## config.mk

```make
export PLATFORM = sky130hd
export DESIGN_NAME = cache_array
export DESIGN_NICKNAME = d
export VERILOG_FILES = /design/src/hw/cache_pkg.sv /design/src/hw/cache_array.sv
export SDC_FILE = /design/constraint.sdc
export NUM_CORES = 1
export LEC_CHECK = 0
export BUFFER_PORTS_ARGS = -buffer_cell sky130_fd_sc_hd__clkbuf_2
export CORE_ASPECT_RATIO = 0.5
export CORE_MARGIN = 5
export CORE_UTILIZATION = 28
export DETAILED_ROUTE_END_ITERATION = 12
export SYNTH_ARGS = -nofsm -noshare
export SYNTH_HDL_FRONTEND = slang
export SYNTH_SLANG_ARGS = --single-unit
export TNS_END_PERCENT = 10
```

## constraint.sdc

```tcl
create_clock -name clk -period 12.6 [get_ports clk]
set_clock_uncertainty 0.2 [all_clocks]
set_input_delay 2.52 -clock clk [delete_from_list [all_inputs] [get_ports clk]]
set_output_delay 2.52 -clock clk [all_outputs]
set_load 0.005 [all_outputs]
```

## src/hw/cache_pkg.sv

```systemverilog
/* Shared widths and types for the data cache and its slow block memory.
   A block always holds four words, so the word offset is the low 2 address bits. */
`default_nettype none

package cache_pkg;

    // processor and memory geometry
    localparam int unsigned word_w       = 32;
    localparam int unsigned block_w      = 128;
    localparam int unsigned mem_blocks   = 64;
    localparam int unsigned word_addr_w  = 8;
    localparam int unsigned block_addr_w = 6;

    // word select bits below the block address
    localparam int unsigned offset_w = word_addr_w - block_addr_w;

    typedef struct packed {
        logic                   read;
        logic                   write;
        logic [word_addr_w-1:0] addr;
        logic [word_w-1:0]      wdata;
    } proc_req_t;

    // read and write are levels, held until mem_ready
    typedef struct packed {
        logic                    read;
        logic                    write;
        logic [block_addr_w-1:0] addr;
        logic [block_w-1:0]      wdata;
    } mem_req_t;

    typedef enum logic [1:0] {
        compare    = 2'd0,
        write_back = 2'd1,
        allocate   = 2'd2
    } ctrl_state_e;

    typedef enum logic [1:0] {
        idle     = 2'd0,
        wait_lat = 2'd1,
        ready    = 2'd2
    } mem_state_e;

endpackage

`default_nettype wire
```

## src/hw/cache_array.sv

```systemverilog
/* Direct-mapped line store whose lines count must be a power of two and at least 2.
   Reads are combinational at idx and a write updates the whole line at the edge. */
`timescale 1ns/1ps
`default_nettype none

module cache_array import cache_pkg::*; #(
    parameter int unsigned lines = 8,
    localparam int unsigned idx_w = $clog2(lines),
    localparam int unsigned tag_w = block_addr_w - idx_w
) (
    input  logic               clk,
    input  logic               rst_n,
    input  logic [idx_w-1:0]   idx,
    input  logic               wr_en,
    input  logic [tag_w-1:0]   wr_tag,
    input  logic [block_w-1:0] wr_data,
    input  logic               wr_valid,
    input  logic               wr_dirty,
    output logic [tag_w-1:0]   rd_tag,
    output logic [block_w-1:0] rd_data,
    output logic               rd_valid,
    output logic               rd_dirty
);

    typedef struct packed {
        logic [tag_w-1:0]   tag;
        logic [block_w-1:0] data;
    } line_t;

    // status bits per line
    logic [lines-1:0] valid_q;
    logic [lines-1:0] dirty_q;

    line_t line_q [lines];
    line_t wr_line;

    assign wr_line.tag  = wr_tag;
    assign wr_line.data = wr_data;

    always_ff @(posedge clk) begin
        if (!rst_n) begin
            valid_q <= '0;
            dirty_q <= '0;
        end else if (wr_en) begin
            valid_q[idx] <= wr_valid;
            dirty_q[idx] <= wr_dirty;
        end
    end

    always_ff @(posedge clk) begin
        if (wr_en) begin
            line_q[idx] <= wr_line;
        end
    end

    assign rd_tag   = line_q[idx].tag;
    assign rd_data  = line_q[idx].data;
    assign rd_valid = valid_q[idx];
    assign rd_dirty = dirty_q[idx];

endmodule

`default_nettype wire

```

Word-level counts from Yosys, hierarchy flattened
Memory sizes are Yosys's and may differ from the RTL's.
Cells that the tools add are included.
{"block": "word_totals", "memories": 1, "rom_bits": 0, "ramBits": 1048, "reg_bits": 16, "latchBits": 0, "output_inout_bits": 133, "inputBits": 139, "wordCells": 16}
{"block": "classes", "shifts": 0, "bitwise": 0, "order_cmp": 2, "div": 0, "reduce_logical": 1, "addsub": 0, "mux": 10, "mul": 0, "n_eq_ne": 0}
{"name": "line_q", "depth": 8, "width": 131, "read_ports": 1, "rd_clocked_by_memory_dff": 0, "write_ports": 1, "line_no": "cache_array.sv:34", "text": "line_t line_q [lines];"}
{"operator": "8-bit bitwise mux", "count": 2}
{"operator": "1-bit binary-select mux with 3-bit select", "count": 2}
{"operator": "1-bit two-way mux", "count": 5}
{"operator": "3-bit by 4-bit less-than comparator with 1-bit output, second input constant", "count": 1}
{"operator": "1-bit demux with 3-bit select", "count": 1}
{"operator": "3-bit by 1-bit greater-or-equal comparator with 1-bit output, second input constant", "count": 1}
{"operator": "1-bit logical AND", "count": 1}

Depth between registers and ports, before layout
Gate-level depths: netlist of the first run.
{"block": "logic_depth", "word_depth": 5, "mapped_depth": 5, "ltp_nobuf": 3}

Worst setup path after synthesis of the first run
OpenSTA, ideal clock, no wires.
{"block": "synth_timing", "path_kind": "in2reg", "from": "in idx[0]", "to": "reg dirty_q[0]", "path_slack_ns": 1.572, "path_buffers": 2, "setup_time_ns": 0.122, "arrival_time_ns": 10.706, "required_ns": 12.278, "stages": 5, "cell_sequence": "clkbuf_1 buf_6 nor4b_2 mux2i_1 nor2b_1"}
{"block": "synth_between", "elab_chain_len": 5, "word_cells_on_any_way": 6, "classes_between": "order compare: 2; mux: 3; reduce/logical: 1"}
{"item": "start: declaration", "line_no": "cache_array.sv:13", "text": "input logic [idx_w-1:0] idx,"}
{"item": "3-bit by 4-bit less-than comparator with 1-bit output (implied by the code) or 3-bit by 1-bit greater-or-equal comparator with 1-bit output (tied branches)", "line_no": "cache_array.sv:46", "text": "dirty_q[idx] <= wr_dirty;"}
{"item": "1-bit logical AND (implied by the code)", "line_no": "cache_array.sv:46"}
{"item": "1-bit two-way mux (implied by the code)", "line_no": "cache_array.sv:46"}
{"item": "1-bit demux with 3-bit select (*)", "line_no": "cache_array.sv:46"}
{"item": "8-bit bitwise mux (*)", "line_no": "cache_array.sv:46"}
{"item": "end signal: indexed assignment", "line_no": "cache_array.sv:46"}
{"item": "end: declaration", "line_no": "cache_array.sv:32", "text": "logic [lines-1:0] dirty_q;"}
Every way passes the cells marked *; elsewhere a longest branch is shown, timed or not.
A chain may end at the register's enable or synchronous reset.

Worst setup path after layout of the first run
{"block": "layout_timing", "from": "in idx[0]", "to": "out rd_data[34]"}
{"block": "layout_between", "elab_chain_len": 1}
{"item": "memory read 8 x 131 bit"}
{"item": "end: declaration", "line_no": "cache_array.sv:20", "text": "output logic [block_w-1:0] rd_data,"}
No other way between the ends.

==> results of run 1 <==
## worst min-delay path by stage
stage	from	end	slack, ps
final	dirty_q[6]	dirty_q[6]	320
after global routing	dirty_q[6]	dirty_q[6]	340
after detailed placement	valid_q[1]	valid_q[1]	300
after global placement	dirty_q[0]	dirty_q[0]	290
after CTS	valid_q[1]	valid_q[1]	320
after floorplan	dirty_q[2]	dirty_q[2]	280
## metal layers
layer / up-vias / global-route usage (%) / wire length [microns]
li1: 7492 / - / -
met2: 317 / 19.98 / 45750
met3: 139 / 1.816 / 2958
met1: 9403 / 14.00 / 35570
met4: 0 / 3.907 / 2671
met5: - / 0 / 0
## final cells by class
type                    count  area (sq um)  share of cell area, %
inverters                   4         35.03                0.07499
multi-input cells         439          7854                  16.81
well taps                1900          2377                  5.088
clock inverters            58         539.3                  1.154
repair buffers            295          1600                  3.425
diodes                      7         17.52                0.03749
flip-flops and latches   1064         31790                  68.05
clock buffers             118          2506                  5.364
## flip-flops by register name, summed over array words and instances, names as in the netlist
signal,count
dirty_q,8
line_q,1048
valid_q,8
## per-stage QoR
stage                     setup slack, ps  cells  area, sq um  power, mW
after floorplan                      1572   1586        40170      4.358
after global placement               4666   3702        43660      4.532
after detailed placement             4653   3702        43660      4.545
after CTS                            4656   3878        46700      7.434
after global routing                 4492   3885        46720      7.618
final                                4809   3885        46720      7.325
## cell families (layout without fill, tap and decap cells)
kind of cell / Yosys count / after routing
and+or+nand+nor: 24 / 24
DFF: 1064 / 1064
muxes: 415 / 415
buffers and inverters: 83 / 475
other: 0 / 7
## cells in the mapped netlist (all sizes together)
library cell and n:
and4bb 3, clkbuf 20, nor2b 16, edfxtp 1048
dfxtp 16, nor4b 1, inv 4, nand4b 3
mux2i 16, nand4 1, buf 59, mux2 133
mux4 266
## cell usage in the layout (no fill, tap or decap), drive strengths merged
cell,n
and4bb,3
bufinv,6
nor4b,1
mux2i,16
nand4,1
mux4,266
clkinv,40
nor2b,16
dfxtp,16
buf,27
clkinvlp,3
nand4b,3
clkbuf,386
mux2,133
inv,13
diode,7
edfxtp,1048
## worst max-delay path, cell delays in order
cell and delay, ps:
buf_8 550, buf_4 860, mux4_2 600, mux2_2 290, clkbuf_2 120
## power breakdown
group | internal (mW) | switching, mW | leakage (nW)
Sequential | 4.01 | 0.0235 | 9.65
Combinational | 0.197 | 0.226 | 3.65
Clock | 1.56 | 1.32 | 1.48
Total | 5.76 | 1.57 | 14.8
==> key figures, run 1 <==
STA
  – Slew @ Worst Pin: 1213 ps
  – Max-slew violation total from the final report: 0
  – Final worst-path cycle share: 61.83%
  – Fin Setup TNS: 0 ps
  – Worst hold margin: 322.6 ps
  – Number of setup violations in the final report: 0
  – Final critical delay including setup and external delays: 7791 ps
  – Worst-case headroom to the max-slew limit: 19.10%
  – Number of hold-slack violations in the final timing report: 0
  – Setup repair after global routing missed its margin: no
  – Maximum operating frequency: 0.1284 GHz

Pwr
  – VDD IR-drop max: 0.1058 mV
  – Pwr dens: 156.8 nW/um^2
  – Leak Pwr: 14.78 nW

Logic synthesis
  – Largest family of logic cells by synthesized area: multiplexers
  – Post-synthesis sequential area ratio: 79.14%
  – Average size of a mapped cell: 25.33 sq um
  – Post-Synthesis Cell Area: 40170 sq um
  – Post-synth net total: 1725
  – Gate Count Post-Synth: 1586
  – Post-synthesis share of cell area spent on and, or, nand and nor gates: 0.4610%
  – Most area-consuming cells after synthesis: edfxtp_1, mux4_2, mux2_2
  – Cell type with the largest total area after synthesis: edfxtp_1
  – Share of the synthesized netlist area taken by xor and xnor gates: 0%
  – Fraction of the mapped netlist area in adder cells: 0%
  – Number of synthesized register bits: 1064
  – Total of warnings raised by yosys: 0
  – Share of cell area taken by muxes after synthesis: 19.04%
  – Netlist cell types: 15
  – Yosys top cell area share: 78.34%
  – Compound-Gate Fraction of Synth Area: 0%

Clock tree
  – Clock-pin slew on the worst setup and hold paths: 70 ps
  – Cts-stage hold buffer count: 0
  – Latest clock arrival within the worst-skew pair: 650 ps
  – Root buffer selected by CTS: clkbuf_16
  – Maximum clock path buffer count: 3
  – Clock tree from TritonCTS: yes
  – Count of buffers added by post-CTS timing repair for setup: 0
  – Post-cts resize count: 0
  – Number of H-tree levels: 3
  – CTS Buf Count: 97
  – Total clock sinks: 1064

Global route
  – Aggregate global routing overflow: 0
  – Number of antenna violations at the first check in global routing: 9
  – First-pass GRT wire length: 128100 microns
  – Maximum number of pins on one net before global-route repair: 158
  – Combined global-route utilization of all metal layers: 11.27%
  – Number of global-route vias before repair: 18.80k

Placed design
  – Final HPWL from detailed placement: 46640 microns
  – Quantity of I/O buffers inserted on ports: 271
  – Final GP Congestion: 0.6979

Cells and area
  – Nets: 2040
  – Final standard cell utilization of the core: 32.73%
  – Fillers: 13.40k
  – Layout cell share with drive strength beyond 1: 42.26%
  – Area growth from synthesis to layout: 16.30%

Hold path
  – Worst hold path stage count: 2
  – Worst min-delay path category: reg2reg

Route
  – Detailed-routing iteration count for the pre-antenna-repair pass: 5
  – Final ANT Viol Nets: 0
  – # DRC: 0
  – Vias post-DR: 17.35k
  – Routed WL: 86950 microns
  – Via density: 4.466
  – Avg WL per Cell: 22.38 microns
  – Violation count after the first detailed-routing iteration: 1105

Floorplanning
  – IO Pins: 272
  – Number of placement rows: 98
  – Die outline height: 277.8 microns
  – Core Region: 142700 sq um
  – Width of the chip: 545.7 microns
  – Starting density of the core: 28.15%
  – Die Footprint: 151600 sq um

Critical path
  – FF-to-FF Start: dirty_q[1]
  – Length in cells of the worst reg-to-reg path: 2
  – Required time of the critical path: 9880 ps
  – Critical path capture point type: primary output
  – Terminus of the critical flop-to-flop path: dirty_q[1]
  – Setup crit start: idx[0]
  – Worst Setup Start Kind: input port
  – Critical Path Sink: rd_data[34]
  – Arrival time at the worst endpoint: 5070 ps
  – Max FO, Critical Path: 63
  – Critical setup path kind: in2out
  – Setup slack, reg-to-reg: 11770 ps

Run status
  – Run status: completed

Job
  – Maximum capacitance violations: 0
(Power assumes the default switching activity.)
==> run 2, diff against run 1 <==
==> constraint.sdc (replaced) <==
create_clock -name clk -period 6.4 [get_ports clk]
set_clock_uncertainty 0.2 [all_clocks]
set_input_delay 1.28 -clock clk [delete_from_list [all_inputs] [get_ports clk]]
set_output_delay 1.28 -clock clk [all_outputs]
set_load 0.005 [all_outputs]
==> run 2 against run 1 <==
- cell count grew 0.31%
- total power grew 100%
- setup slack lost 3400 ps
- worst hold slack lost 5.1 ps
- die area is the same
- clock power grew 110%
- largest power group unchanged
- highest routed layer unchanged
==> key figures, run 2 (synthesis results as in run 1) <==
Critical path
  – FF-to-FF Start: dirty_q[3]
  – Delay of the slowest cell on the worst path: 620 ps
  – Critical path capture point type: primary output
  – Terminus of the critical flop-to-flop path: dirty_q[3]
  – Max FO, Critical Path: 104
  – Critical setup path kind: in2out
  – Length in cells of the worst reg-to-reg path: 2
  – Critical Path Sink: rd_data[58]
  – Setup slack, reg-to-reg: 5550 ps
  – Required time of the critical path: 4920 ps
  – Worst Setup Start Kind: input port
  – Setup crit start: idx[1]
  – Critical-path cell with the highest stage delay: buf_4
  – Crit path cell chain: buf_8, buf_4, mux4_2, mux2_2, clkbuf_2
  – Arrival time at the worst endpoint: 3520 ps

Clock tree
  – Count of buffers added by post-CTS timing repair for setup: 0
  – Root buffer selected by CTS: clkbuf_16
  – Post-cts resize count: 0
  – CTS Buf Count: 97
  – Clock tree from TritonCTS: yes
  – Cts-stage hold buffer count: 0
  – Clock-pin slew on the worst setup and hold paths: 70 ps
  – Number of H-tree levels: 3
  – Maximum clock path buffer count: 3
  – Latest clock arrival within the worst-skew pair: 680 ps
  – Total clock sinks: 1064

Route
  – Routed wire length on met2: 46340 microns
  – Final ANT Viol Nets: 0
  – DRT met1 WL: 35760 microns
  – Via density: 4.446
  – Vias post-DR: 17.33k
  – Highest layer used for signal routing: met4
  – Avg WL per Cell: 22.26 microns
  – Routed length on met3: 2462 microns
  – # DRC: 0
  – Routed WL: 86740 microns
  – Violation count after the first detailed-routing iteration: 1153
  – Detailed-routing iteration count for the pre-antenna-repair pass: 5

Global route
  – Aggregate global routing overflow: 0
  – Number of antenna violations at the first check in global routing: 11
  – Maximum number of pins on one net before global-route repair: 128
  – First-pass GRT wire length: 127900 microns
  – Combined global-route utilization of all metal layers: 11.24%
  – Number of global-route vias before repair: 18.92k

STA
  – Setup repair after global routing missed its margin: no
  – Slew @ Worst Pin: 1035 ps
  – Maximum operating frequency: 0.2001 GHz
  – Final worst-path cycle share: 78.07%
  – Final critical delay including setup and external delays: 4996 ps
  – Max-slew violation total from the final report: 0
  – Number of setup violations in the final report: 0
  – Number of hold-slack violations in the final timing report: 0
  – Worst hold margin: 317.5 ps
  – Worst-case headroom to the max-slew limit: 31.01%
  – Fin Setup TNS: 0 ps

Cells and area
  – Largest registers in the final layout: line_q: 1048 flops, dirty_q: 8 flops, valid_q: 8 flops
  – Commonest non-fill, non-tap cell in the layout: edfxtp_1
  – Commonest cells after routing, fill and taps aside: edfxtp_1, clkbuf_2, mux4_2, mux2_2, clkbuf_16
  – Register with the most flip-flops: line_q
  – Area growth from synthesis to layout: 17.33%
  – Nets: 2047
  – Final std cell area, no fill: 47130 sq um
  – Layout cell share with drive strength beyond 1: 42.96%
  – Max FFs per register: 1048

Pwr
  – Power consumption: 14.67 mW
  – VDD IR-drop max: 0.1859 mV
  – Pwr dens: 311.2 nW/um^2
  – Leak Pwr: 14.96 nW

Floorplanning
  – Number of placement rows: 98
  – Width of the chip: 545.7 microns
  – Die Footprint: 151600 sq um
  – Die outline height: 277.8 microns
  – Starting density of the core: 28.15%
  – IO Pins: 272
  – Core Region: 142700 sq um

Placed design
  – Placement Cell Area: 43870 sq um
  – Final GP Congestion: 0.6886
  – Final HPWL from detailed placement: 47050 microns
  – Quantity of I/O buffers inserted on ports: 271

Hold path
  – Worst min-delay path category: reg2reg

Run status
  – Run status: completed

Job
  – Maximum capacitance violations: 0
==> run 2: metrics by stage <==
step	utilization, %	cells	worst slack [ps]
global route	33.02	3897	1211
CTS	33.01	3888	1341
floorplan	-	1586	-143.4
detailed placement	30.74	3709	1346
global placement	30.74	3709	1334
finish	33.02	3897	1404
==> run 2: routing by layer <==
metal  GRT usage [%]  up-vias
li1                -     7505
met1           13.89     9412
met2           20.11      283
met3           1.863      125
met4           3.618        0
met5               0        -
==> run 2: where the power goes <==
group	total (mW)	switching, mW	internal [mW]
Combinational	0.846	0.451	0.395
Clock	5.89	2.60	3.29
Sequential	7.93	0.0469	7.89
==> run 2: area by class of cell <==
| cell class | count | area, sq um |
|---|---|---|
| antenna | 9 | 22.52 |
| clock buffer | 116 | 2520 |
| clock inverter | 63 | 718.2 |
| fill | 13410 | 95590 |
| inverter | 4 | 35.03 |
| multi-input combinational | 439 | 7854 |
| sequential | 1064 | 31790 |
| tap | 1900 | 2377 |
| timing repair buffer | 302 | 1815 |
==> run 2: worst min path at each step <==
stage,startpoint,end,cells past startpoint
global route,valid_q[4],valid_q[4],2
CTS,valid_q[2],valid_q[2],2
detailed placement,valid_q[2],valid_q[2],2
finish,valid_q[2],valid_q[2],2
floorplan,dirty_q[2],dirty_q[2],2
global placement,valid_q[1],valid_q[1],2
==> run 2: critical path, delay by kind of cell <==
kind	cells	cell delay, ps
buf+inv	3	1360
mux	2	690
==> run 3, diff against run 2 <==
==> constraint.sdc (replaced) <==
create_clock -name clk -period 4.3 [get_ports clk]
set_clock_uncertainty 0.2 [all_clocks]
set_input_delay 0.86 -clock clk [delete_from_list [all_inputs] [get_ports clk]]
set_output_delay 0.86 -clock clk [all_outputs]
set_load 0.005 [all_outputs]
==> run 3 against run 2 <==
- via count up 2.0%
- setup slack worse by 790 ps
- critical path depth up 1
- first-iteration DRC count down 0.52%
==> key figures, run 3 (synthesis results as in run 1) <==
Critical path
  – Max FO, Critical Path: 27
  – Setup slack, reg-to-reg: 3480 ps
  – Terminus of the critical flop-to-flop path: valid_q[5]
  – Critical path capture point type: primary output
  – FF-to-FF Start: valid_q[5]
  – Worst Setup Start Kind: input port
  – Required time of the critical path: 3240 ps
  – Length in cells of the worst reg-to-reg path: 2
  – Critical setup path kind: in2out
  – Arrival time at the worst endpoint: 2630 ps

Clock tree
  – Latest clock arrival within the worst-skew pair: 690 ps
  – Number of H-tree levels: 3
  – Clock-pin slew on the worst setup and hold paths: 70 ps
  – Maximum clock path buffer count: 3
  – Post-cts resize count: 0
  – Total clock sinks: 1064
  – Cts-stage hold buffer count: 0
  – Root buffer selected by CTS: clkbuf_16
  – CTS Buf Count: 99
  – Clock tree from TritonCTS: yes
  – Count of buffers added by post-CTS timing repair for setup: 0

Hold path
  – Startpoint of the worst hold path: wr_data[125]
  – Worst hold path stage count: 1
  – Worst hold path endpoint: line_q[5][125]
  – Worst min-delay path category: in2reg

Route
  – Vias post-DR: 17.68k
  – Routed WL: 88970 microns
  – # DRC: 0
  – Avg WL per Cell: 22.53 microns
  – Via density: 4.477
  – Detailed-routing iteration count for the pre-antenna-repair pass: 4
  – Violation count after the first detailed-routing iteration: 1147
  – Final ANT Viol Nets: 0

Cells and area
  – Largest registers in the final layout: line_q: 1048 flops, dirty_q: 8 flops, valid_q: 8 flops
  – Nets: 2098
  – Final cell count without fillers: 3949
  – Fillers: 13.34k
  – Layout cell share with drive strength beyond 1: 44.05%
  – Area growth from synthesis to layout: 19.20%
  – Max FFs per register: 1048
  – Register with the most flip-flops: line_q
  – Commonest cells after routing, fill and taps aside: edfxtp_1, clkbuf_2, mux4_2, mux2_2, clkbuf_16
  – Commonest non-fill, non-tap cell in the layout: edfxtp_1

Job
  – Maximum capacitance violations: 0

Global route
  – Number of global-route vias before repair: 19.07k
  – Combined global-route utilization of all metal layers: 11.51%
  – Met2 usage: 20.49%
  – Maximum number of pins on one net before global-route repair: 71
  – Met3 Use GR: 1.833%
  – First-pass GRT wire length: 131000 microns
  – Aggregate global routing overflow: 0
  – Number of antenna violations at the first check in global routing: 9
  – Layer with the highest usage after global routing: met2
  – Met1 Usage GRT: 14.35%

Floorplanning
  – IO Pins: 272
  – Core Region: 142700 sq um
  – Die Footprint: 151600 sq um
  – Width of the chip: 545.7 microns
  – Number of placement rows: 98
  – Die outline height: 277.8 microns
  – Starting density of the core: 28.15%

Pwr
  – Pwr dens: 455.0 nW/um^2
  – Power consumption: 21.79 mW
  – VDD IR-drop max: 0.3059 mV
  – Leak Pwr: 15.31 nW

Placed design
  – Final HPWL from detailed placement: 52610 microns
  – Final GP Congestion: 0.7175
  – Quantity of I/O buffers inserted on ports: 271
  – Total instance count after detailed placement: 3758

STA
  – Setup repair after global routing missed its margin: no
  – Worst-case headroom to the max-slew limit: 43.61%
  – Slew @ Worst Pin: 845.8 ps
  – Final critical delay including setup and external delays: 3686 ps
  – Number of hold-slack violations in the final timing report: 0
  – Number of setup violations in the final report: 0
  – Max-slew violation total from the final report: 0
  – Final worst-path cycle share: 85.73%
  – Maximum operating frequency: 0.2713 GHz

Run status
  – Run status: completed
==> run 3: cell types whose count changed in the layout (fill, tap and decap cells not counted), moves of 6 or more <==
cell	change
bufinv_16	-6
clkbuf_1	+9
clkinv_2	-8
clkbuf_8	+7
buf_12	+33
buf_4	+16
==> run 3: stage by stage <==
| stage | util [%] | setup slack (ps) | hold WS [ps] | setup TNS, ps | area, sq um |
|---|---|---|---|---|---|
| after floorplan | - | -1823 | 276.8 | -739990 | 40190 |
| after global placement | 31.29 | 578.3 | 295.3 | 0 | 44650 |
| after detailed placement | 31.29 | 561.7 | 304.5 | 0 | 44650 |
| after CTS | 33.54 | 540.6 | 153.9 | 0 | 47860 |
| after global routing | 33.55 | 508.8 | 178.1 | 0 | 47880 |
| final | 33.55 | 613.6 | 221.9 | 0 | 47880 |
==> run 3: report_power, final <==
part | switching [mW] | leakage, nW | internal, mW
clock | 3.88 | 1.56 | 4.76
combinational | 0.695 | 4.10 | 0.640
sequential | 0.0711 | 9.65 | 11.7
==> run 3: final cells by class <==
class                           instances  area [sq um]  share of cell area (%)
Sequential cell                      1064         31790                   66.39
Multi-Input combinational cell        439          7854                   16.40
Clock buffer                          134          2700                   5.639
Timing Repair Buffer                  351          2596                   5.422
Tap cell                             1900          2377                   4.965
Clock inverter                         49         511.7                   1.069
Inverter                                4         35.03                 0.07316
Antenna cell                            8         20.02                 0.04181
==> run 3: worst max path at each step <==
stage,start,to,cells past startpoint
final,idx[0],rd_data[110],6
after global placement,idx[0],rd_data[110],6
after global routing,idx[0],rd_data[104],6
after detailed placement,idx[0],rd_data[110],6
after CTS,idx[0],rd_data[110],6
after floorplan,idx[0],dirty_q[0],5
==> run 3: routing by layer <==
metal  routed length [microns]  share of wire [%]
met5                        13              0.015
met2                     47460                 53
met1                     36640                 41
met3                      2750                3.1
met4                      2105                2.4
==> run 3: worst max-delay path, cell delays in order <==
cell,delay (ps)
buf_8,290
buf_12,300
buf_4,190
mux4_2,500
mux2_2,300
clkbuf_2,130
