==> src/hw/cache_pkg.sv <==
/* Shared widths and types for the data cache and its slow block memory.
   A block always holds four words, so the word offset is the low 2 address bits. */
`default_nettype none

package cache_pkg;

    // processor and memory geometry
    localparam int unsigned word_w       = 32;
    localparam int unsigned block_w      = 128;
    localparam int unsigned mem_blocks   = 64;
    localparam int unsigned word_addr_w  = 8;
    localparam int unsigned block_addr_w = 6;

    // word select bits below the block address
    localparam int unsigned offset_w = word_addr_w - block_addr_w;

    typedef struct packed {
        logic                   read;
        logic                   write;
        logic [word_addr_w-1:0] addr;
        logic [word_w-1:0]      wdata;
    } proc_req_t;

    // read and write are levels, held until mem_ready
    typedef struct packed {
        logic                    read;
        logic                    write;
        logic [block_addr_w-1:0] addr;
        logic [block_w-1:0]      wdata;
    } mem_req_t;

    typedef enum logic [1:0] {
        compare    = 2'd0,
        write_back = 2'd1,
        allocate   = 2'd2
    } ctrl_state_e;

    typedef enum logic [1:0] {
        idle     = 2'd0,
        wait_lat = 2'd1,
        ready    = 2'd2
    } mem_state_e;

endpackage

`default_nettype wire
==> src/hw/cache_ctrl.sv <==
/* Write-back, write-allocate controller that serves one miss at a time.
   The processor must hold proc_req while proc_stall is high. */
`timescale 1ns/1ps
`default_nettype none

module cache_ctrl import cache_pkg::*; #(
    parameter int unsigned lines = 8,
    localparam int unsigned idx_w = $clog2(lines),
    localparam int unsigned tag_w = block_addr_w - idx_w
) (
    input  logic               clk,
    input  logic               rst_n,
    input  proc_req_t          proc_req,
    output logic [word_w-1:0]  proc_rdata,
    output logic               proc_stall,
    output logic [idx_w-1:0]   idx,
    output logic               wr_en,
    output logic [tag_w-1:0]   wr_tag,
    output logic [block_w-1:0] wr_data,
    output logic               wr_valid,
    output logic               wr_dirty,
    input  logic [tag_w-1:0]   rd_tag,
    input  logic [block_w-1:0] rd_data,
    input  logic               rd_valid,
    input  logic               rd_dirty,
    output mem_req_t           mem_req,
    input  logic [block_w-1:0] mem_rdata,
    input  logic               mem_ready
);

    ctrl_state_e state_q;
    ctrl_state_e state_d;

    // address split
    logic [block_addr_w-1:0] req_blk;
    logic [tag_w-1:0]        req_tag;
    logic [idx_w-1:0]        req_idx;
    logic [offset_w-1:0]     req_off;

    logic               req_active;
    logic               hit;
    logic [block_w-1:0] merged;

    assign req_blk = proc_req.addr[word_addr_w-1 -: block_addr_w];
    assign req_tag = req_blk[block_addr_w-1 -: tag_w];
    assign req_idx = req_blk[idx_w-1:0];
    assign req_off = proc_req.addr[offset_w-1:0];

    // victim and new block share the index
    assign idx = req_idx;

    assign req_active = proc_req.read || proc_req.write;
    assign hit        = rd_valid && (rd_tag == req_tag);

    assign proc_rdata = rd_data[req_off*word_w +: word_w];

    always_comb begin
        merged = rd_data;
        merged[req_off*word_w +: word_w] = proc_req.wdata;
    end

    always_comb begin
        state_d    = state_q;
        proc_stall = 1'b1;
        wr_en      = 1'b0;
        wr_tag     = req_tag;
        wr_data    = merged;
        wr_valid   = 1'b1;
        wr_dirty   = 1'b1;
        mem_req    = '0;

        case (state_q)
            compare: begin
                if (req_active && !hit) begin
                    // only a dirty valid victim needs to go back first
                    if (rd_valid && rd_dirty) begin
                        state_d = write_back;
                    end else begin
                        state_d = allocate;
                    end
                end else begin
                    proc_stall = 1'b0;
                    wr_en      = proc_req.write;
                end
            end
            write_back: begin
                mem_req.write = 1'b1;
                mem_req.addr  = {rd_tag, req_idx};
                mem_req.wdata = rd_data;
                if (mem_ready) begin
                    state_d = allocate;
                end
            end
            allocate: begin
                mem_req.read = 1'b1;
                mem_req.addr = req_blk;
                if (mem_ready) begin
                    // fill clean and let the pending write merge on the next hit
                    wr_en    = 1'b1;
                    wr_data  = mem_rdata;
                    wr_dirty = 1'b0;
                    state_d  = compare;
                end
            end
            default: begin
                state_d = compare;
            end
        endcase
    end

    always_ff @(posedge clk) begin
        if (!rst_n) begin
            state_q <= compare;
        end else begin
            state_q <= state_d;
        end
    end

endmodule

`default_nettype wire

==> config.mk <==
export PLATFORM = sky130hd
export DESIGN_NAME = cache_ctrl
export DESIGN_NICKNAME = d
export VERILOG_FILES = /design/src/hw/cache_pkg.sv /design/src/hw/cache_ctrl.sv
export SDC_FILE = /design/constraint.sdc
export NUM_CORES = 1
export LEC_CHECK = 0
export BUFFER_PORTS_ARGS = -buffer_cell sky130_fd_sc_hd__buf_4
export CAP_MARGIN = 5
export CORE_AREA = 5 5 233 235
export DETAILED_ROUTE_END_ITERATION = 12
export DIE_AREA = 0 0 238 240
export MAX_ROUTING_LAYER = met4
export PLACE_DENSITY = 0.3
export SLEW_MARGIN = 20
export SYNTH_ARGS = -nofsm -noshare
export SYNTH_HDL_FRONTEND = slang
export SYNTH_SLANG_ARGS = --single-unit
==> constraint.sdc <==
create_clock -name clk -period 1.8 [get_ports clk]
set_input_delay 0.09 -clock clk [delete_from_list [all_inputs] [get_ports clk]]
set_output_delay 0.09 -clock clk [all_outputs]
set_load 0.02 [all_outputs]
; ---- Word-level counts from Yosys, hierarchy flattened
; Cells that the tools add are included.
[totals]
reg_bits = 2
output_inout_bits = 306
[op_classes]
n_reduce_logical = 7
n_addsub = 1
muxes = 19
shift = 3
eq_ne = 6
[ops]
columns = cell, count
row1 = 128-bit two-way mux, 3
row2 = 128-bit bitwise mux, 1
row3 = 32-bit by 34-bit variable shift with 128-bit output (first input constant), 1
row4 = 128-bit by 8-bit indexed part select with 32-bit output, 1
row5 = 32-bit by 34-bit indexed part select with 128-bit output, 1
row6 = 7-bit negator with 34-bit output, 1
row7 = 6-bit one-hot mux with 2 select lines, 1
row8 = 1-bit two-way mux, 8
row9 = 2-bit two-way mux, 4
row10 = 2-bit inequality test (second input constant), 3
row11 = 2-bit one-hot mux with 3 select lines, 1
row12 = 3-bit == test, 1
row13 = 1-bit logical AND, 3
row14 = 3-bit AND reduction, 1
row15 = 2-bit by 1-bit == test with 1-bit output (second input constant), 1
row16 = 2-bit == test (second input constant), 1
row17 = 2-bit zero test, 1
row18 = 1-bit one-hot mux with 2 select lines, 1
row19 = 1-bit zero test, 1
row20 = 1-bit logical OR, 1

; ---- Longest topological paths before layout
; Gate-level depths: netlist of run 1.
[depth]
depth_word = 6
ltp_mapped = 10

; ---- Worst setup path after synthesis of run 1
; OpenSTA, ideal clock, no wires.
[synth_timing]
path_kind = input port to output port
start = input proc_req[33] in the netlist's numbering
end = output wr_data[117]
n_path_buf = 4
stages = 9
t_arrival_ns = 1.866
setup_slack_ns = -0.156
path_cell_list = clkbuf_1 buf_2 inv_1 ha_1 and4b_1 buf_6 buf_8 a21oi_1 a21oi_1
[synth_via]
elab_chain_len = 5
elab_cells_between_ends = 6
[synth_rtl]
columns = element, line
row1 = "start, declared", cache_ctrl.sv:13  ; input proc_req_t proc_req,
row2 = 7-bit negator with 34-bit output (*), cache_ctrl.sv:59  ; merged[req_off*word_w +: word_w] = proc_req.wdata;
row3 = 32-bit by 34-bit indexed part select with 128-bit output / 32-bit by 34-bit variable shift with 128-bit output (equally long branches), cache_ctrl.sv:59
row4 = 128-bit bitwise mux (*), cache_ctrl.sv:59
row5 = 128-bit two-way mux, cache_ctrl.sv:97  ; if (mem_ready) begin
row6 = 128-bit two-way mux (*), cache_ctrl.sv:72  ; case (state_q)
row7 = "end, declared", cache_ctrl.sv:19  ; output logic [block_w-1:0] wr_data,
; Mark *: on every way between the ends. The rest lies on a longest branch, timed or not.

; ---- Worst setup path in the final report of run 1
[layout_timing]
start = register state_q[0]
end = output wr_data[113]
[layout_via]
elab_chain_len = 2
[layout_rtl]
columns = element, line
row1 = "start, declared", cache_ctrl.sv:31  ; ctrl_state_e state_q;
row2 = "start signal, assigned", cache_ctrl.sv:113  ; state_q <= compare;
row3 = "start signal, assigned", cache_ctrl.sv:115  ; state_q <= state_d;
row4 = 2-bit == test, cache_ctrl.sv:72
row5 = 128-bit two-way mux, cache_ctrl.sv:72
; Every way passes these cells.

==> metrics.cfg, run 1 <==
[placed_design]
port_buffers = 610
dp.final_hpwl_mm = 37.9
place.gp.congestion = 0.839
post-place-ws_ns = -0.0155

[setup_path]
reg2reg_from = state_q[0]
crit_end = wr_data[113]
worstPathMaxFanout = 13
start_kind = flip-flop
r2r_setup_slack_ns = 0.23
critPathRequiredTime_ns = 1.71
crit_cells = 7
crit_family = buffers and inverters
worstReg2RegEnd = state_q[0]
path_buf_inv = 4
crit_path_cell_trace = inv_2 > ha_2 > nand2_4 > buf_12 > bufbuf_16 > a21oi_2 > buf_4
worstRegToRegCells = 7
path_class = flip-flop to output port
crit_path_end_kind = output port
worstPathArrival_ns = 1.69
slowest_delay_ns = 0.32
critPathSlowestCell = bufbuf_16
crit_path_start = state_q[0]

[clocking]
clockBufferDepth = 2
insertion_delay_ns = 0.22
h-tree-depth = 1
cts_hold_buf = 0
clk_pin_slew_ns = 0.03
cts_root_buffer = clkbuf_16
tritoncts = yes
clock_sinks = 2
cts_buffers = 3

[layout]
antenna_cells = 0
largest-register = state_q
largest_reg_flops = 2
syn2layout_area_growth_pct = 123
layout-drive-gt1-share = 0.629
top_regs = state_q: 2 flops
nNetsFinal = 1713

[floorplan]
std_cell_rows = 84
chipHeight_um = 240
die_area_sq_um = 57100
die_w_um = 238
initial_core_util = 0.0998
pin_count = 612
core_area_sq_um = 52000

[drt]
first_pass_iters = 4
vias = 8105
initialDrtViolationCount = 275
routed_wl_mm = 45.8
via_per_inst = 3.89
drc = 0
avgRoutedWirePerCell_um = 22.0
route.antenna.remaining_nets = 0

[yosys]
ys_seq_elements = 2
synth.cell_area_sq_um = 5190
syn_area_per_cell_sq_um = 6.42
synthCells = 809
yosys_warnings = 0
synth_nets = 1123
synth_cell_types = 33
seq_area_frac_synth = 0.00771

[sta]
min_period_over_period = 0.988
hold_viol_final = 0
rsz0062_at_grt = yes
max_freq_mhz = 562
skew_ns = 0.00296
layout_min_cycle_time_ns = 1.78
drv_slew = 0
setup_viol = 0
finalWorstSetupSlack_ns = 0.0220

[power_and_ir_drop]
leakage_nw = 5.37
fin_total_pwr_mw = 5.55
vdd_drop_max_mv = 0.331
power.density_nw_per_um2 = 479

[run_status]
status = finished, final reports clean

[global_routing]
grt_pass1_vias = 8688
grt_overflow = 0
grtUsageTotal = 0.150
grt_pass1_wl_mm = 62.6
grt_max_degree = 68
antenna_found_initial = 0

[hold_path]
min_path_type = primary input to flip-flop
min_path_cells = 3

[run]
drv_cap = 0

## worst reg2reg max path: stages, from the launching register on
cell and delay, ns:
dfxtp_2 0.32, inv_2 0.04, ha_2 0.20, buf_4 0.16
nor2_1 0.18, nor2_1 0.08, a211oi_2 0.30, mux2i_1 0.22
## layout by cell type (no fill, tap or decap), types with 5 or more instances in the layout
master | synthesis | final
a21oi_1 | 215 | 109
a21oi_4 | 0 | 5
buf_4 | 10 | 617
a21oi_2 | 41 | 142
and2_1 | 131 | 131
buf_12 | 2 | 16
mux4_2 | 32 | 32
nor2b_1 | 130 | 129
buf_6 | 7 | 25
nand2_1 | 7 | 6
ha_2 | 0 | 6
nor2_1 | 131 | 125
nor2_2 | 1 | 7
## cells by family (layout without fill, tap and decap cells)
logic type,count (synthesis),in the layout,synth area share
xor gates and xnor gates,3,3,0.00506
and+or+nand+nor,410,410,0.433
DFF,2,2,0.00771
buffers and inverters,88,676,0.105
AOI/OAI and AO/OA,263,263,0.286
other,1,1,0.000722
adders and majority gates,8,8,0.0193
muxes,34,34,0.143
## power by group
| group | switching (mW) | total (mW) | internal, mW |
|---|---|---|---|
| clock network | 0.0500 | 0.333 | 0.283 |
| registers | 0.00614 | 0.0590 | 0.0528 |
| logic | 2.82 | 5.16 | 2.35 |
## through the flow
stage	instances	util	setup TNS [ns]	cell area, sq um	hold slack, ns
6_report	2085	0.223	0	11600	0.152
4_1_cts	2083	0.219	-0.0180	11400	0.163
2_1_floorplan	809	-	-0.112	5580	0.236
3_3_place_gp	2077	0.214	-0.00133	11100	0.381
3_5_place_dp	2077	0.214	-0.0169	11100	0.386
5_1_grt	2085	0.223	-0.486	11600	0.158
## repair_timing
action | 4_1_cts | 5_1_grt
endpoints found under the hold margin | 0 | 0
gates resized for setup | 21 | 40
endpoints found under the setup margin | 90 | 91
setup buffers | 0 | 1
cloned | 3 | 1
## layout make-up
cell class,count,area [sq um]
clock buffer,3,75.1
fill,5913,40400
inverter,4,15.0
multi-input combinational,719,5110
sequential,2,41.3
tap,688,861
timing repair buffer,669,5490
## cell usage after synthesis, drive strengths merged
cell	instances	area share
a211oi	1	0.0024
a21boi	1	0.0014
a21oi	256	0.28
a22oi	3	0.0043
and2	131	0.16
and2b	2	0.0034
and4	2	0.0034
and4b	1	0.0019
buf	36	0.067
clkbuf	48	0.035
conb	1	0.00072
dfxtp	2	0.0077
ha	8	0.019
inv	4	0.0029
mux2i	2	0.0039
mux4	32	0.14
nand2	8	0.0063
nand4	1	0.0012
nor2	132	0.096
nor2b	130	0.16
nor3	2	0.0041
nor4b	1	0.0029
o21ai	2	0.0019
xnor2	1	0.0017
xor2	2	0.0034
## metal layers
metal,up-vias,routed length [um],global-route usage
met1,3845,17900,0.173
li1,3916,-,-
met4,0,427,0.0125
met5,-,0,-
met3,20,2640,0.0257
met2,324,24900,0.284
## worst min path at each step
stage	slack (ns)	start	end
floorplan	0.24	rst_n	state_q[1]
global placement	0.38	rst_n	state_q[1]
detailed placement	0.39	rst_n	state_q[0]
CTS	0.16	rst_n	state_q[0]
global route	0.16	rst_n	state_q[0]
finish	0.15	rst_n	state_q[0]
(Power assumes the default switching activity.)
==> inputs of run 2 (changes only) <==
--- a/config.mk
+++ b/config.mk
@@ -7,9 +7,9 @@
 export LEC_CHECK = 0
 export BUFFER_PORTS_ARGS = -buffer_cell sky130_fd_sc_hd__buf_4
 export CAP_MARGIN = 5
-export CORE_AREA = 5 5 233 235
+export CORE_AREA = 5 5 237 239
 export DETAILED_ROUTE_END_ITERATION = 12
-export DIE_AREA = 0 0 238 240
+export DIE_AREA = 0 0 242 244
 export MAX_ROUTING_LAYER = met4
 export PLACE_DENSITY = 0.3
 export SLEW_MARGIN = 20
==> constraint.sdc (replaced) <==
create_clock -name clk -period 2.1 [get_ports clk]
set_input_delay 0.105 -clock clk [delete_from_list [all_inputs] [get_ports clk]]
set_output_delay 0.105 -clock clk [all_outputs]
set_load 0.02 [all_outputs]
==> metrics.cfg, run 2 (synthesis results as in run 1) <==
[run_status]
status = finished, final reports clean

[setup_path]
critPathSlowestCell = dfxtp_2
worstRegToRegCells = 7
crit_path_start = state_q[0]
r2r_setup_slack_ns = 0.44
crit_family = buffers and inverters
worstPathArrival_ns = 1.88
crit_path_end_kind = output port
slowest_delay_ns = 0.33
worstPathMaxFanout = 13
path_class = flip-flop to output port
path_buf_inv = 5
critPathRequiredTime_ns = 2.00
crit_path_cell_trace = inv_1 > ha_1 > nand2_4 > buf_12 > buf_12 > buf_4 > a21oi_1 > buf_4
start_kind = flip-flop
reg2reg_from = state_q[0]
crit_cells = 8
worstReg2RegEnd = state_q[1]

[hold_path]
hold_path.startpoint = rst_n
min_path_cells = 3
holdPathEnd = state_q[0]
min_path_type = primary input to flip-flop

[layout]
top_regs = state_q: 2 flops
postLayoutCoreUtil = 0.203
fillers = 6208
largest-register = state_q
largest_reg_flops = 2
layout_common_cells = buf_4, a21oi_1, nor2_1, and2_1, nor2b_1
antenna_cells = 0
layout-drive-gt1-share = 0.544
syn2layout_area_growth_pct = 109
final_common_cell = buf_4
nNetsFinal = 1700

[clocking]
insertion_delay_ns = 0.22
tritoncts = yes
cts_hold_buf = 0
clockBufferDepth = 2
clock_sinks = 2
cts_root_buffer = clkbuf_16
clk_pin_slew_ns = 0.03
h-tree-depth = 1
cts_buffers = 3

[drt]
routed_wl_mm = 45.1
initialDrtViolationCount = 282
avgRoutedWirePerCell_um = 21.7
route.antenna.remaining_nets = 0
drc = 0
via_per_inst = 3.88
first_pass_iters = 5
vias = 8060

[global_routing]
grt_max_degree = 64
antenna_found_initial = 2
grtUsageTotal = 0.144
grt_pass1_wl_mm = 62.3
grt_pass1_vias = 8521
grt_overflow = 0

[power_and_ir_drop]
leakage_nw = 5.18
p_int_mw = 2.11
power_frac_seq = 0.012
combPwrFrac = 0.923
p_sw_frac = 0.524
power.share.clock = 0.065
power.switching_mw = 2.33
power.density_nw_per_um2 = 408
vdd_drop_max_mv = 0.218
fin_total_pwr_mw = 4.44

[sta]
max_slew.worst_pin.slew_ns = 0.698
skew_ns = 0.00344
min_period_over_period = 0.943
max_freq_mhz = 505
rsz0062_at_grt = no
slew_headroom = 0.535
tns_ns = 0
layout_min_cycle_time_ns = 1.98
setup_viol = 0
hold_viol_final = 0
drv_slew = 0

[placed_design]
place.gp.congestion = 0.820
port_buffers = 610
dp.final_hpwl_mm = 36.3

[floorplan]
die_area_sq_um = 59000
die_w_um = 242
pin_count = 612
core_area_sq_um = 53600
std_cell_rows = 85
initial_core_util = 0.0969
chipHeight_um = 244

[run]
drv_cap = 0

run 2: cell types whose count changed in the layout (fill, tap and decap cells not counted), sizes merged:
cell	before	now
buf	666	654
bufbuf	2	0
clkbuf	4	5
run 2: area by class of cell:
| class | count | area [sq um] | share of cell area |
|---|---|---|---|
| tap | 696 | 871 | 0.0801 |
| sequential | 2 | 41.3 | 0.00380 |
| timing repair buffer | 656 | 5220 | 0.480 |
| inverter | 4 | 15.0 | 0.00138 |
| multi-input combinational | 719 | 4660 | 0.428 |
| clock buffer | 3 | 75.1 | 0.00690 |
run 2: power by group through the flow:
stage,Sequential (mW),Combinational (mW),Clock (mW)
6_report,0.0521,4.10,0.290
5_1_grt,0.0532,4.37,0.298
4_1_cts,0.0518,4.10,0.296
3_5_place_dp,0.0522,4.09,0
3_3_place_gp,0.0519,4.12,0
2_1_floorplan,0.0491,1.94,0
run 2: how the worst max path moves through the flow:
stage / end / slack (ns)
finish: wr_data[13] / 0.12
global route: wr_data[83] / 0.03
CTS: wr_data[14] / 0.003
detailed placement: wr_data[61] / 0.23
global placement: wr_data[61] / 0.23
floorplan: wr_data[117] / 0.11
run 2: worst register-to-register path: cells and delay by family, from the launching register on:
kind	cells	cell delay, ns
AO/OA/AOI/OAI	1	0.30
AND/OR/NAND/NOR	2	0.22
multiplexers	1	0.22
flip-flops	1	0.36
buffers and inverters	2	0.24
adder cells (fa/ha/maj)	1	0.24
run 2: what timing repair did:
action / CTS / global route
setup buffers: 0 / 2
hold endpoints to repair: 0 / 0
endpoints found under the setup margin: 0 / 7
gates resized for setup: 0 / 6
run 2: per-layer routing:
metal  GRT usage  wire, um  vias to the layer above
met4      0.0228       799                        0
met1       0.167     18200                     3762
met2       0.264     23500                      373
met5           -         0                        -
met3      0.0265      2600                       35
li1            -         -                     3890
run 2: through the flow:
step	instances	setup slack (ns)	area, sq um	hold WS [ns]
after floorplan	809	0.114	5190	0.251
after global placement	2073	0.231	10700	0.402
final	2080	0.120	10900	0.161
after CTS	2076	0.00316	10800	0.173
after global routing	2080	0.0285	10900	0.173
after detailed placement	2073	0.229	10700	0.398
==> inputs of run 3 (changes only) <==
--- a/config.mk
+++ b/config.mk
@@ -11,7 +11,7 @@
 export DETAILED_ROUTE_END_ITERATION = 12
 export DIE_AREA = 0 0 242 244
 export MAX_ROUTING_LAYER = met4
-export PLACE_DENSITY = 0.3
+export PLACE_DENSITY_LB_ADDON = 0.05
 export SLEW_MARGIN = 20
 export SYNTH_ARGS = -nofsm -noshare
 export SYNTH_HDL_FRONTEND = slang
==> metrics.cfg, run 3 (synthesis results as in run 1) <==
[power_and_ir_drop]
combPwrFrac = 0.922
p_sw_frac = 0.531
leakage_nw = 5.10
p_int_mw = 2.04
power_frac_seq = 0.011
power.switching_mw = 2.31
power.density_nw_per_um2 = 407
vdd_drop_max_mv = 0.234
power.share.clock = 0.066

[sta]
min_period_over_period = 0.905
tns_ns = 0
skew_ns = 0.000767
drv_slew = 0
rsz0062_at_grt = no
max_slew.worst_pin.slew_ns = 0.700
max_freq_mhz = 526
slew_headroom = 0.533
layout_min_cycle_time_ns = 1.90
setup_viol = 0
hold_viol_final = 0

[clocking]
clock_sinks = 2
h-tree-depth = 1
insertion_delay_ns = 0.22
clockBufferDepth = 2
cts_root_buffer = clkbuf_16
tritoncts = yes
cts_hold_buf = 0
clk_pin_slew_ns = 0.03
cts_buffers = 3

[layout]
largest_reg_flops = 2
layout-drive-gt1-share = 0.540
fillers = 6175
final_common_cell = buf_4
largest-register = state_q
layout_common_cells = buf_4, a21oi_1, nor2_1, and2_1, nor2b_1
postLayoutCoreUtil = 0.199
nNetsFinal = 1695
top_regs = state_q: 2 flops
regArea_sq_um = 40.0
multi_input_area_sq_um = 4650
syn2layout_area_growth_pct = 106

[global_routing]
grt_pass1_wl_mm = 65.0
antenna_found_initial = 1
grt_overflow = 0
grt_max_degree = 70
grtUsageTotal = 0.152
grt_pass1_vias = 8505

[floorplan]
chipHeight_um = 244
initial_core_util = 0.0969
die_area_sq_um = 59000
die_w_um = 242
std_cell_rows = 85
core_area_sq_um = 53600
pin_count = 612

[placed_design]
dp.final_hpwl_mm = 38.5
place.gp.congestion = 0.758
port_buffers = 610

[drt]
vias = 7891
avgRoutedWirePerCell_um = 22.8
route.antenna.remaining_nets = 0
initialDrtViolationCount = 285
first_pass_iters = 4
drc = 0
via_per_inst = 3.80
routed_wl_mm = 47.2

[setup_path]
start_kind = flip-flop
crit_path_start = state_q[0]
critPathRequiredTime_ns = 2.00
crit_path_end_kind = output port
reg2reg_from = state_q[0]
worstPathMaxFanout = 34
path_class = flip-flop to output port
worstPathArrival_ns = 1.79

[hold_path]
min_path_type = primary input to flip-flop
hold_path.startpoint = rst_n

[run]
drv_cap = 0

[run_status]
status = finished, final reports clean

==> run 3: final timing paths <==
| kind | to | slack, ns | cells after the start |
|---|---|---|---|
| max reg2reg | state_q[1] | 0.63 | 6 |
| max | wr_data[87] | 0.20 | 8 |
| min reg2reg | state_q[1] | 0.49 | 2 |
| min | state_q[0] | 0.18 | 3 |
==> run 3: cell type report <==
type	instances	share of cell area
Multi-Input combinational cell	719	0.435
Antenna cell	1	0.000234
Clock buffer	3	0.00702
Tap cell	696	0.0815
Sequential cell	2	0.00375
Timing Repair Buffer	651	0.471
Inverter	4	0.00140
==> run 3: metrics by stage <==
| step | hold WS (ns) | power [mW] | instances | area (sq um) | worst slack, ns |
|---|---|---|---|---|---|
| 4_1_cts | 0.177 | 4.44 | 2075 | 10700 | 0.0527 |
| 6_report | 0.179 | 4.35 | 2076 | 10700 | 0.200 |
| 3_5_place_dp | 0.406 | 4.13 | 2072 | 10600 | 0.159 |
| 5_1_grt | 0.188 | 4.65 | 2076 | 10700 | 0.0449 |
| 3_3_place_gp | 0.406 | 4.18 | 2072 | 10600 | 0.159 |
| 2_1_floorplan | 0.251 | 1.99 | 809 | 5190 | 0.114 |
==> run 3: what timing repair did <==
action,in CTS,in global routing
setup buffers,0,0
endpoints found under the setup margin,1,22
hold endpoints to repair,0,0
gates resized for setup,1,1
==> run 3: worst max-delay path: stages (launching register included) <==
cell	delay (ns)
dfxtp_1	0.32
inv_1	0.06
ha_2	0.24
nand2_4	0.10
buf_12	0.20
buf_12	0.19
nor2_1	0.05
a21oi_1	0.18
buf_4	0.19
==> run 3: per-layer routing <==
layer	up-vias	part of all wire	track usage
met5	-	0	-
met4	0	0.0092	0.0153
met3	18	0.052	0.0266
met2	301	0.55	0.291
met1	3694	0.39	0.170
li1	3878	-	-
==> run 3: power groups by stage <==
stage	combinational [mW]	sequential, mW	clock, mW
after global placement	4.13	0.0508	0
after detailed placement	4.08	0.0508	0
after global routing	4.30	0.0514	0.299
after floorplan	1.94	0.0491	0
final	4.01	0.0499	0.288
after CTS	4.10	0.0501	0.294
